[config.mk]
export PLATFORM = sky130hd
export DESIGN_NAME = cpu_frontend
export DESIGN_NICKNAME = d
export VERILOG_FILES = /design/src/logic/rv32i_pkg.sv /design/src/logic/frontend_pkg.sv /design/src/logic/fetch_unit.sv /design/src/logic/decode_unit.sv /design/src/logic/pair_buffer.sv /design/src/logic/inst_queue.sv /design/src/logic/cpu_frontend.sv
export VERILOG_INCLUDE_DIRS = /design/src /design/src/logic
export SDC_FILE = /design/constraint.sdc
export NUM_CORES = 2
export LEC_CHECK = 0
export ABC_AREA = 1
export BUFFER_PORTS_ARGS = -buffer_cell sky130_fd_sc_hd__buf_2
export CORE_ASPECT_RATIO = 1.2
export CORE_UTILIZATION = 25
export DETAILED_ROUTE_END_ITERATION = 10
export HOLD_SLACK_MARGIN = 0.12
export SETUP_SLACK_MARGIN = 0.05
export SYNTH_ARGS = -nofsm -noshare
export SYNTH_HDL_FRONTEND = slang
export SYNTH_SLANG_ARGS = --single-unit
[constraint.sdc]
create_clock -name clk -period 26.7 [get_ports clk]
set_input_delay 1.335 -clock clk [delete_from_list [all_inputs] [get_ports clk]]
set_output_delay 1.335 -clock clk [all_outputs]
set_load 0.03 [all_outputs]
[src/logic/frontend_defines.svh]
`ifndef FRONTEND_DEFINES_SVH
`define FRONTEND_DEFINES_SVH

// Number of pair entries in the instruction queue (power of two)
`define FE_QUEUE_DEPTH 8

// First fetch address after reset
`define FE_RESET_PC 32'h0000_1000

// Word, immediate and address width
`define FE_XLEN 32

`endif

[src/logic/rv32i_pkg.sv]
`default_nettype none
`include "frontend_defines.svh"

package rv32i_pkg;

    // Raw instruction as returned by the memory port
    typedef logic [`FE_XLEN-1:0] inst_word_t;

    // Sign-extended immediate already shifted into place
    typedef logic [`FE_XLEN-1:0] imm_t;

    // Architectural register number x0..x31
    typedef logic [4:0] reg_idx_t;

    // Minor opcode fields
    typedef logic [2:0] funct3_t;
    typedef logic [6:0] funct7_t;

    // Major opcodes of the base integer set
    // Every one ends in 2'b11 since there are no compressed forms
    typedef enum logic [6:0] {
        LUI      = 7'b0110111,
        AUIPC    = 7'b0010111,
        JAL      = 7'b1101111,
        JALR     = 7'b1100111,
        BRANCH   = 7'b1100011,
        LOAD     = 7'b0000011,
        STORE    = 7'b0100011,
        OP_IMM   = 7'b0010011,
        OP       = 7'b0110011,
        MISC_MEM = 7'b0001111,
        SYSTEM   = 7'b1110011
    } opcode_e;

    // High when the low seven bits name a supported major opcode
    function automatic logic is_known_opcode(logic [6:0] op_bits);
        logic known;
        known = 1'b0;
        // Compressed and reserved quadrants never end in 11
        if (op_bits[1:0] == 2'b11) begin
            case (op_bits)
                LUI, AUIPC, JAL, JALR, BRANCH, LOAD, STORE,
                OP_IMM, OP, MISC_MEM, SYSTEM: known = 1'b1;
                default: known = 1'b0;
            endcase
        end
        return known;
    endfunction

endpackage : rv32i_pkg

`default_nettype wire

[src/logic/frontend_pkg.sv]
`default_nettype none
`include "frontend_defines.svh"

package frontend_pkg;

    // Byte address of an instruction word
    typedef logic [`FE_XLEN-1:0] addr_t;

    // Queue head and tail index
    // Wraps by itself because the depth is a power of two
    typedef logic [$clog2(`FE_QUEUE_DEPTH)-1:0] qptr_t;

    // Occupancy needs one extra bit to hold the full depth
    typedef logic [$clog2(`FE_QUEUE_DEPTH):0] qcount_t;

    // Fetch FSM
    typedef enum logic [1:0] {
        IDLE,   // gap cycle after reset or after a response
        REQ,    // request open on the memory port
        STALL   // waiting for room in the queue
    } fetch_state_e;

endpackage : frontend_pkg

`default_nettype wire

[src/logic/fetch_unit.sv]
`timescale 1ns/10ps
`default_nettype none
`include "frontend_defines.svh"

module fetch_unit (
    input  logic                  clk,
    input  logic                  rst_n,
    input  rv32i_pkg::inst_word_t imem_rdata,
    input  logic                  imem_resp,
    input  logic                  queue_full,
    output frontend_pkg::addr_t   imem_addr,
    output logic [3:0]            imem_rmask,
    output logic                  fetch_valid,
    output frontend_pkg::addr_t   fetch_pc,
    output rv32i_pkg::inst_word_t fetch_word
);
    import frontend_pkg::*;

    fetch_state_e state;
    fetch_state_e state_next;
    addr_t        pc;

    // Next state
    // A request stays open until its response, never withdrawn
    always_comb begin
        state_next = state;
        case (state)
            IDLE: begin
                // Queue may still be filling from the last word
                state_next = queue_full ? STALL : REQ;
            end
            REQ: begin
                if (imem_resp) begin
                    state_next = IDLE;
                end
            end
            STALL: begin
                if (!queue_full) begin
                    state_next = REQ;
                end
            end
            default: state_next = IDLE;
        endcase
    end

    // FSM and PC
    // First request opens on the first edge after reset release
    always_ff @(posedge clk or negedge rst_n) begin
        if (!rst_n) begin
            state <= IDLE;
            pc    <= `FE_RESET_PC;
        end else begin
            state <= state_next;
            // Sequential fetch only, no redirects
            if (fetch_valid) begin
                pc <= pc + addr_t'(4);
            end
        end
    end

    // Address only moves on a response so it holds for the whole request
    assign imem_addr  = pc;
    assign imem_rmask = (state == REQ) ? 4'hF : 4'h0;

    // Response cycle hands the word straight to decode
    assign fetch_valid = (state == REQ) && imem_resp;
    assign fetch_pc    = pc;
    assign fetch_word  = imem_rdata;

endmodule : fetch_unit

`default_nettype wire

[src/logic/decode_unit.sv]
`timescale 1ns/10ps
`default_nettype none

module decode_unit (
    input  logic                  clk,
    input  logic                  rst_n,
    input  logic                  fetch_valid,
    input  frontend_pkg::addr_t   fetch_pc,
    input  rv32i_pkg::inst_word_t fetch_word,
    output logic                  dec_valid,
    output frontend_pkg::addr_t   dec_pc,
    output rv32i_pkg::opcode_e    dec_opcode,
    output rv32i_pkg::reg_idx_t   dec_rd,
    output rv32i_pkg::reg_idx_t   dec_rs1,
    output rv32i_pkg::reg_idx_t   dec_rs2,
    output rv32i_pkg::funct3_t    dec_funct3,
    output rv32i_pkg::funct7_t    dec_funct7,
    output rv32i_pkg::imm_t       dec_imm,
    output logic                  dec_illegal
);
    import rv32i_pkg::*;

    inst_word_t word_q;

    // Valid strobe delayed by one cycle
    always_ff @(posedge clk or negedge rst_n) begin
        if (!rst_n) begin
            dec_valid <= 1'b0;
        end else begin
            dec_valid <= fetch_valid;
        end
    end

    // Capture word and PC in the response cycle
    always_ff @(posedge clk) begin
        if (fetch_valid) begin
            word_q <= fetch_word;
            dec_pc <= fetch_pc;
        end
    end

    // Fixed field positions
    // Raw slices pass through even for illegal words
    assign dec_opcode = opcode_e'(word_q[6:0]);
    assign dec_rd     = word_q[11:7];
    assign dec_funct3 = word_q[14:12];
    assign dec_rs1    = word_q[19:15];
    assign dec_rs2    = word_q[24:20];
    assign dec_funct7 = word_q[31:25];

    assign dec_illegal = !is_known_opcode(word_q[6:0]);

    // Immediate by format with bit 31 as the sign
    always_comb begin
        case (dec_opcode)
            // I format
            LOAD, OP_IMM, JALR, SYSTEM: begin
                dec_imm = {{20{word_q[31]}}, word_q[31:20]};
            end
            // S format splits the low bits around rd
            STORE: begin
                dec_imm = {{20{word_q[31]}}, word_q[31:25], word_q[11:7]};
            end
            // B format with a halfword offset
            BRANCH: begin
                dec_imm = {{20{word_q[31]}}, word_q[7], word_q[30:25],
                           word_q[11:8], 1'b0};
            end
            // U format fills the upper 20 bits
            LUI, AUIPC: begin
                dec_imm = {word_q[31:12], 12'b0};
            end
            // J format with a halfword offset
            JAL: begin
                dec_imm = {{12{word_q[31]}}, word_q[19:12], word_q[20],
                           word_q[30:21], 1'b0};
            end
            // OP, MISC_MEM and unknown encodings
            default: dec_imm = '0;
        endcase
    end

endmodule : decode_unit

`default_nettype wire

[src/logic/pair_buffer.sv]
`timescale 1ns/10ps
`default_nettype none

module pair_buffer (
    input  logic                clk,
    input  logic                rst_n,
    input  logic                dec_valid,
    input  frontend_pkg::addr_t dec_pc,
    input  rv32i_pkg::opcode_e  dec_opcode,
    input  rv32i_pkg::reg_idx_t dec_rd,
    input  rv32i_pkg::reg_idx_t dec_rs1,
    input  rv32i_pkg::reg_idx_t dec_rs2,
    input  rv32i_pkg::funct3_t  dec_funct3,
    input  rv32i_pkg::funct7_t  dec_funct7,
    input  rv32i_pkg::imm_t     dec_imm,
    input  logic                dec_illegal,
    output logic                pair_push,
    output frontend_pkg::addr_t p0_pc, p1_pc,
    output rv32i_pkg::opcode_e  p0_opcode, p1_opcode,
    output rv32i_pkg::reg_idx_t p0_rd, p1_rd,
    output rv32i_pkg::reg_idx_t p0_rs1, p1_rs1,
    output rv32i_pkg::reg_idx_t p0_rs2, p1_rs2,
    output rv32i_pkg::funct3_t  p0_funct3, p1_funct3,
    output rv32i_pkg::funct7_t  p0_funct7, p1_funct7,
    output rv32i_pkg::imm_t     p0_imm, p1_imm,
    output logic                p0_illegal, p1_illegal
);
    import rv32i_pkg::*;
    import frontend_pkg::*;

    // Older instruction waiting for its partner
    logic     have_first;
    addr_t    hold_pc;
    opcode_e  hold_opcode;
    reg_idx_t hold_rd, hold_rs1, hold_rs2;
    funct3_t  hold_funct3;
    funct7_t  hold_funct7;
    imm_t     hold_imm;
    logic     hold_illegal;

    // Toggle on every decoded word and push when the pair completes
    always_ff @(posedge clk or negedge rst_n) begin
        if (!rst_n) begin
            have_first <= 1'b0;
            pair_push  <= 1'b0;
        end else begin
            pair_push <= dec_valid && have_first;
            if (dec_valid) begin
                have_first <= !have_first;
            end
        end
    end

    always_ff @(posedge clk) begin
        // First of the pair parks here
        if (dec_valid && !have_first) begin
            hold_pc      <= dec_pc;
            hold_opcode  <= dec_opcode;
            hold_rd      <= dec_rd;
            hold_rs1     <= dec_rs1;
            hold_rs2     <= dec_rs2;
            hold_funct3  <= dec_funct3;
            hold_funct7  <= dec_funct7;
            hold_imm     <= dec_imm;
            hold_illegal <= dec_illegal;
        end
        // Second arrives and slot 0 gets the older one
        if (dec_valid && have_first) begin
            p0_pc      <= hold_pc;
            p0_opcode  <= hold_opcode;
            p0_rd      <= hold_rd;
            p0_rs1     <= hold_rs1;
            p0_rs2     <= hold_rs2;
            p0_funct3  <= hold_funct3;
            p0_funct7  <= hold_funct7;
            p0_imm     <= hold_imm;
            p0_illegal <= hold_illegal;
            p1_pc      <= dec_pc;
            p1_opcode  <= dec_opcode;
            p1_rd      <= dec_rd;
            p1_rs1     <= dec_rs1;
            p1_rs2     <= dec_rs2;
            p1_funct3  <= dec_funct3;
            p1_funct7  <= dec_funct7;
            p1_imm     <= dec_imm;
            p1_illegal <= dec_illegal;
        end
    end

endmodule : pair_buffer

`default_nettype wire

[src/logic/inst_queue.sv]
`timescale 1ns/10ps
`default_nettype none
`include "frontend_defines.svh"

module inst_queue (
    input  logic                clk,
    input  logic                rst_n,
    input  logic                pair_push,
    input  frontend_pkg::addr_t p0_pc, p1_pc,
    input  rv32i_pkg::opcode_e  p0_opcode, p1_opcode,
    input  rv32i_pkg::reg_idx_t p0_rd, p1_rd,
    input  rv32i_pkg::reg_idx_t p0_rs1, p1_rs1,
    input  rv32i_pkg::reg_idx_t p0_rs2, p1_rs2,
    input  rv32i_pkg::funct3_t  p0_funct3, p1_funct3,
    input  rv32i_pkg::funct7_t  p0_funct7, p1_funct7,
    input  rv32i_pkg::imm_t     p0_imm, p1_imm,
    input  logic                p0_illegal, p1_illegal,
    input  logic                deq_ready,
    output logic                queue_full,
    output logic                deq_valid,
    output frontend_pkg::addr_t q0_pc, q1_pc,
    output rv32i_pkg::opcode_e  q0_opcode, q1_opcode,
    output rv32i_pkg::reg_idx_t q0_rd, q1_rd,
    output rv32i_pkg::reg_idx_t q0_rs1, q1_rs1,
    output rv32i_pkg::reg_idx_t q0_rs2, q1_rs2,
    output rv32i_pkg::funct3_t  q0_funct3, q1_funct3,
    output rv32i_pkg::funct7_t  q0_funct7, q1_funct7,
    output rv32i_pkg::imm_t     q0_imm, q1_imm,
    output logic                q0_illegal, q1_illegal
);
    import rv32i_pkg::*;
    import frontend_pkg::*;

    // Bits of one decoded instruction as stored
    localparam int SLOT_W = $bits(addr_t) + $bits(opcode_e) + 3 * $bits(reg_idx_t)
                          + $bits(funct3_t) + $bits(funct7_t) + $bits(imm_t) + 1;

    logic [2*SLOT_W-1:0] entries [`FE_QUEUE_DEPTH];
    qptr_t               head;
    qptr_t               tail;
    qcount_t             count;
    logic                pop;
    // Opcodes leave storage as plain bits and get cast back
    logic [6:0]          q0_op_bits, q1_op_bits;

    assign deq_valid = (count != '0);
    assign pop       = deq_valid && deq_ready;

    // Room for the pair that may still be in flight
    assign queue_full = (count >= qcount_t'(`FE_QUEUE_DEPTH - 1));

    always_ff @(posedge clk or negedge rst_n) begin
        if (!rst_n) begin
            head  <= '0;
            tail  <= '0;
            count <= '0;
        end else begin
            if (pair_push) begin
                tail <= tail + 1'b1;
            end
            if (pop) begin
                head <= head + 1'b1;
            end
            // Simultaneous push and pop leaves the count alone
            case ({pair_push, pop})
                2'b10:   count <= count + 1'b1;
                2'b01:   count <= count - 1'b1;
                default: count <= count;
            endcase
        end
    end

    // Slot 1 in the upper half
    always_ff @(posedge clk) begin
        if (pair_push) begin
            entries[tail] <= {p1_pc, p1_opcode, p1_rd, p1_rs1, p1_rs2,
                              p1_funct3, p1_funct7, p1_imm, p1_illegal,
                              p0_pc, p0_opcode, p0_rd, p0_rs1, p0_rs2,
                              p0_funct3, p0_funct7, p0_imm, p0_illegal};
        end
    end

    // Head entry drives the output and stays until popped
    assign {q1_pc, q1_op_bits, q1_rd, q1_rs1, q1_rs2,
            q1_funct3, q1_funct7, q1_imm, q1_illegal,
            q0_pc, q0_op_bits, q0_rd, q0_rs1, q0_rs2,
            q0_funct3, q0_funct7, q0_imm, q0_illegal} = entries[head];

    assign q0_opcode = opcode_e'(q0_op_bits);
    assign q1_opcode = opcode_e'(q1_op_bits);

endmodule : inst_queue

`default_nettype wire

[src/logic/cpu_frontend.sv]
`timescale 1ns/10ps
`default_nettype none

module cpu_frontend (
    input  logic                  clk,
    input  logic                  rst_n,
    // Instruction memory port
    output frontend_pkg::addr_t   imem_addr,
    output logic [3:0]            imem_rmask,
    input  rv32i_pkg::inst_word_t imem_rdata,
    input  logic                  imem_resp,
    // Pair output towards dispatch
    input  logic                  deq_ready,
    output logic                  deq_valid,
    output frontend_pkg::addr_t   q0_pc, q1_pc,
    output rv32i_pkg::opcode_e    q0_opcode, q1_opcode,
    output rv32i_pkg::reg_idx_t   q0_rd, q1_rd,
    output rv32i_pkg::reg_idx_t   q0_rs1, q1_rs1,
    output rv32i_pkg::reg_idx_t   q0_rs2, q1_rs2,
    output rv32i_pkg::funct3_t    q0_funct3, q1_funct3,
    output rv32i_pkg::funct7_t    q0_funct7, q1_funct7,
    output rv32i_pkg::imm_t       q0_imm, q1_imm,
    output logic                  q0_illegal, q1_illegal
);
    import rv32i_pkg::*;
    import frontend_pkg::*;

    // Fetch to decode plus the stall back from the queue
    logic       fetch_valid;
    addr_t      fetch_pc;
    inst_word_t fetch_word;
    logic       queue_full;

    // Decode to pairing
    logic       dec_valid;
    addr_t      dec_pc;
    opcode_e    dec_opcode;
    reg_idx_t   dec_rd, dec_rs1, dec_rs2;
    funct3_t    dec_funct3;
    funct7_t    dec_funct7;
    imm_t       dec_imm;
    logic       dec_illegal;

    // Pairing to queue
    logic       pair_push;
    addr_t      p0_pc, p1_pc;
    opcode_e    p0_opcode, p1_opcode;
    reg_idx_t   p0_rd, p1_rd, p0_rs1, p1_rs1, p0_rs2, p1_rs2;
    funct3_t    p0_funct3, p1_funct3;
    funct7_t    p0_funct7, p1_funct7;
    imm_t       p0_imm, p1_imm;
    logic       p0_illegal, p1_illegal;

    // Port names match the nets above one to one
    fetch_unit  fetch_i  (.*);
    decode_unit decode_i (.*);
    pair_buffer pair_i   (.*);
    inst_queue  queue_i  (.*);

endmodule : cpu_frontend

`default_nettype wire

* Yosys cells after proc, flatten, opt, wreduce, memory -nomap -nowiden
Memories as Yosys holds them, arrays and structs flattened. Cells that the tools add are included.
Cells by class: add/subtract/negate cells 5, magnitude comparators 1, eq/ne operators 18, muxes and demuxes 11, reductions and logical operators 13
Operators with widths (number):
- one-hot mux 32 bit (5 select lines) | 1
- adder 32 x 3 -> 32 bit (second input constant) | 1
- == test 7 bit (second input constant) | 4
- == test 7 x 6 -> 1 bit (second input constant) | 3
- == test 7 x 5 -> 1 bit (second input constant) | 2
- OR reduction 11 bit | 1
- one-hot mux 4 bit (2 select lines) | 1
- == test 7 x 2 -> 1 bit (second input constant) | 1
- == test 7 x 4 -> 1 bit (second input constant) | 1
- adder 3 x 1 -> 3 bit (second input constant) | 2
- == test 2 bit (second input constant) | 3
- two-way mux 2 bit | 3
- one-hot mux 2 bit (3 select lines) | 1
- adder 4 x 1 -> 4 bit (second input constant) | 1
- == test 2 x 1 -> 1 bit (second input constant) | 2
- greater-or-equal comparator 4 x 3 -> 1 bit (second input constant) | 1
- logical AND 1 bit | 4
- two-way mux 1 bit | 4
- two-way mux 4 bit | 1
- != test 2 bit (second input constant) | 2
- nonzero test 4 bit | 1
- OR reduction 4 bit | 1
- subtractor 4 x 1 -> 4 bit (second input constant) | 1
- zero test 1 bit | 2
- 4 further kinds | 4
Word-level totals: flip-flop bits (word level) 402, bits in writable memories 1552, bits of input ports 36, memories 1
Memories:
- queue_i.entries | words 8, width 194, rd ports 1, clocked after memory_dff 0, write ports 1, line inst_queue.sv:38 | logic [2*SLOT_W-1:0] entries [`FE_QUEUE_DEPTH];

* Longest topological paths before layout
word-level depth 5, mapped depth 13, depth with buffers taken out 13

* By module
From an unflattened synthesis, not the netlist that was laid out.
Unflattened totals: cell total of the unflattened synthesis 5766, area, all modules 75384.8 µm²
By module, submodules not included:
- inst_queue | times used 1, cells each 4846, area each 61139.9 µm², sequential area each 46854.9 µm²
- pair_buffer | times used 1, cells each 301, area each 8818.5 µm², sequential area each 8788.4 µm²
- decode_unit | times used 1, cells each 299, area each 2987.9 µm², sequential area each 1946.9 µm²
- fetch_unit | times used 1, cells each 320, area each 2438.6 µm², sequential area each 802.0 µm²

* Least setup slack after synthesis
OpenSTA, ideal clock, no wires.
kind register -> register, start reg pair_i.pair_push, end mem queue_i.entries[0][0] (netlist name) (enable), library setup time 0.743 ns, arrival time 8.659 ns, data required time 25.957 ns, setup slack 17.298 ns, stages on the path, launching flop included 4, path buffers 0, clock period less this slack 9.402 ns, cell sequence dfrtp_1 > inv_1 > or2_2 > nor2_1
Between the ends: cells in the longest elaborated chain, start to end 2
RTL lines:
- start, declared | line pair_buffer.sv:17 | output logic pair_push,
- start signal, assigned | line pair_buffer.sv:47 | pair_push <= dec_valid && have_first;
- two-way mux 1 bit | line inst_queue.sv:75 | if (pair_push) begin
- two-way mux 1 bit (implied by the code) | line inst_queue.sv:76 | entries[tail] <= {p1_pc, p1_opcode, p1_rd, p1_rs1, p1_rs2,
- end, declared | line inst_queue.sv:38
Every way passes these cells.

* Worst setup path in the final report
start reg queue_i.head[0], end out q1_imm[19]
Between the ends: cells in the longest elaborated chain, start to end 1
RTL lines:
- start, declared | line inst_queue.sv:39 | qptr_t head;
- start signal, assigned | line inst_queue.sv:62 | head <= head + 1'b1;
- memory read (8 x 194 bit)
- end, declared | line cpu_frontend.sv:22 | output rv32i_pkg::imm_t q0_imm, q1_imm,
Every way passes these cells.

==> impl_results.md <==
* Crit Path Max Fanout at 76
* Remaining global-route overflow at 0
* Row count at 215
* Mean Syn Cell Area at 15.4 sq um
* Fin area at 83100 sq um
* Worst hold path type: reg2reg
* WL/cell at 21.3 microns
* Yosys warning count at 0
* #FFs+latches synth at 1912
* DP Area at 77500 sq um
* RSZ-0062 raised after global routing: no
* Crit path required time at 25.36 ns
* I/O Buffers at 260
* Setup_tns at 0 ns
* Synth top area share at 77.6%
* Top post-synthesis cells by count: edfxtp_1 (1867), nand2_1 (724), nor2_1 (461), o21ai_0 (384)
* Most common cell in the netlist: edfxtp_1
* Pin count of the biggest net entering global routing at 235
* Final net count at 4974
* Fillcell total at 28.4k
* Post-CTS sizing at 0
* Final Setup Violations at 0
* Die ar. at 291000 sq um
* Ys async rst share at 2.35%
* Global Route Usage Sum at 12.5%
* Placed cell count at 8552
* Count of TritonRoute iterations in the first routing pass at 8
* Crit start category: register
* Initial Utilization at 25.2%
* CTS tree: done
* Placeable Area at 286000 sq um
* Number of antenna violations at the first check in global routing at 42
* WS Path Type: reg2out
* CTS Sinks at 1912
* DRC at 0
* Period utilization at 32.7%
* Syn Inst Count at 4696
* Power Density at 114 nW/um^2
* Clock tree buffer depth at 4
* Via count at 39.8k
* Final std cells w/o fill at 8883
* Routed Antenna Nets at 0
* Status: finished clean
* WL final at 189 mm
* Peak supply drop at 0.0884 mV
* Area contributors post-synth: edfxtp_1 (78%), mux2i_1 (5.3%), nand2_1 (3.8%)
* R2R setup slack at 22.47 ns
* Hold Buf Count CTS at 0
* First-pass GRT wire length at 269 mm
* Number of global-route vias before repair at 38.6k
* Detail Placement HPWL at 109 mm
* Final hold vios at 0
* GP Congestion at 0.798
* Clock slew at reported path FFs at 0.07 ns
* IO Count at 267
* Clock skew at 0.0441 ns
* Share of cells above drive strength 1 at 11.7%
* Post-synthesis sequential area ratio at 79.2%
* Synthesized area at 72200 sq um
* H-tree depth at 4
* TritonCTS buffer count at 175
* CP arrival at 7.39 ns
* DR iter-0 viols at 3158
* Final slew viol count at 0
* Clock root cell: clkbuf_16
* DR vias/cell at 4.48
* Post-CTS setup buffers at 0
* Slew headroom at 17.9%
* Worst-margin pin slew at 1.23 ns
* Primary FF master, synth: edfxtp_1
* Fin crit period at 8.72 ns
* P_leak at 28.2 nW
* Max Cap Violations at 0
* Setup crit end kind: output port
* Fmax at 0.115 GHz
* Dpl ws at 18.97 ns
* Die Wd at 493 microns
* Netlist cell types at 33
* Post-route worst setup slack at 17.98 ns
* Clk Latency, worst-skew pair at 0.81 ns
* Total Power at 9.46 mW
* Dominant cell type by area after synthesis: edfxtp_1
* Die H at 591 microns
* Area Overhead vs Synth at 15.0%
* Number of flops mapped to enable cells by yosys at 1867
==> worst max-delay path, cell delays in order (launching register included) <==
cell     delay [ns]
dfrtp_4        1.10
buf_4          0.88
buf_4          0.81
buf_4          0.93
buf_4          0.91
buf_4          0.70
o21ai_0        0.19
o22ai_1        0.23
nand2_1        0.09
nand2_1        0.13
buf_2          0.21
==> flip-flops by register name, indices dropped and copies added, names as in the netlist, 7 cells and up <==
name                cells
decode_i.dec_pc        30
decode_i.word_q        32
fetch_i.fetch_pc       30
pair_i.hold_funct7      7
pair_i.hold_imm        32
pair_i.hold_opcode      7
pair_i.hold_pc         30
pair_i.p0_funct7        7
pair_i.p0_imm          32
pair_i.p0_opcode        7
pair_i.p0_pc           30
pair_i.p1_funct7        7
pair_i.p1_imm          32
pair_i.p1_opcode        7
pair_i.p1_pc           30
queue_i.entries      1520
==> per-stage QoR <==
stage	util, %	hold slack (ns)
floorplan	-	0.400
global placement	27.1	0.402
detailed placement	27.1	0.405
CTS	29.0	0.394
global route	29.0	0.417
finish	29.0	0.394
==> final timing paths <==
| path | start | endpoint | cells after the start |
|---|---|---|---|
| setup / recovery | queue_i.head[0] | q1_imm[19] | 10 |
| hold / removal | pair_i.hold_pc[21] | pair_i.p0_pc[21] | 0 |
| setup reg to reg | queue_i.tail[0] | queue_i.entries[3][29] | 6 |
| hold reg to reg | pair_i.hold_pc[21] | pair_i.p0_pc[21] | 0 |
| max in group asynchronous | rst_n | queue_i.head[2] | 2 |
| min in group asynchronous | rst_n | fetch_i.fetch_pc[3] | 2 |
==> layout by cell type, fill, tap and decap left out, types with 16 or more instances in the layout <==
master	count
dfrtp_1	41
o22ai_1	380
buf_2	260
inv_1	57
clkinv_2	27
o21ai_1	16
edfxtp_1	1867
bufinv_16	16
nand2_1	724
clkbuf_1	30
nor2_1	452
buf_4	59
clkbuf_16	177
mux2i_1	380
nand3_1	22
clkinv_1	35
diode_2	21
o21ai_0	384
==> cell type report <==
class                      instances  area [sq um]  area share (%)
sequential                      1912         57200            68.8
multi-input combinational       2457         13500            16.2
tap                             3797          4750            5.72
clock buffer                     209          4570            5.50
timing repair buffer             325          1860            2.24
clock inverter                   101           941            1.13
inverter                          61           254           0.306
antenna                           21          52.6          0.0632
==> routing by layer <==
layer	vias to the layer above	wire, microns	track usage [%]
met5	-	17	0
met4	4	7810	5.57
met3	312	9130	1.56
met2	1137	90400	20.7
met1	20367	81500	16.3
li1	18020	-	-
==> power breakdown <==
part / internal (mW) / switching, mW
Clock: 1.38 / 1.08
Sequential: 3.75 / 0.275
Combinational: 0.767 / 2.22
==> kinds of logic (layout without fill, tap and decap cells) <==
| logic type | count (synthesis) | count (layout) | share of synthesized area (%) |
|---|---|---|---|
| flops | 1912 | 1912 | 79.2 |
| simple gates | 1241 | 1241 | 6.61 |
| compound gates | 798 | 798 | 6.20 |
| mux | 380 | 380 | 5.26 |
| buf+inv | 332 | 696 | 2.35 |
| xor+xnor | 26 | 26 | 0.315 |
| fa+ha+maj | 6 | 6 | 0.104 |
| other cells | 1 | 27 | 0.00519 |
(Power assumes the default switching activity.)
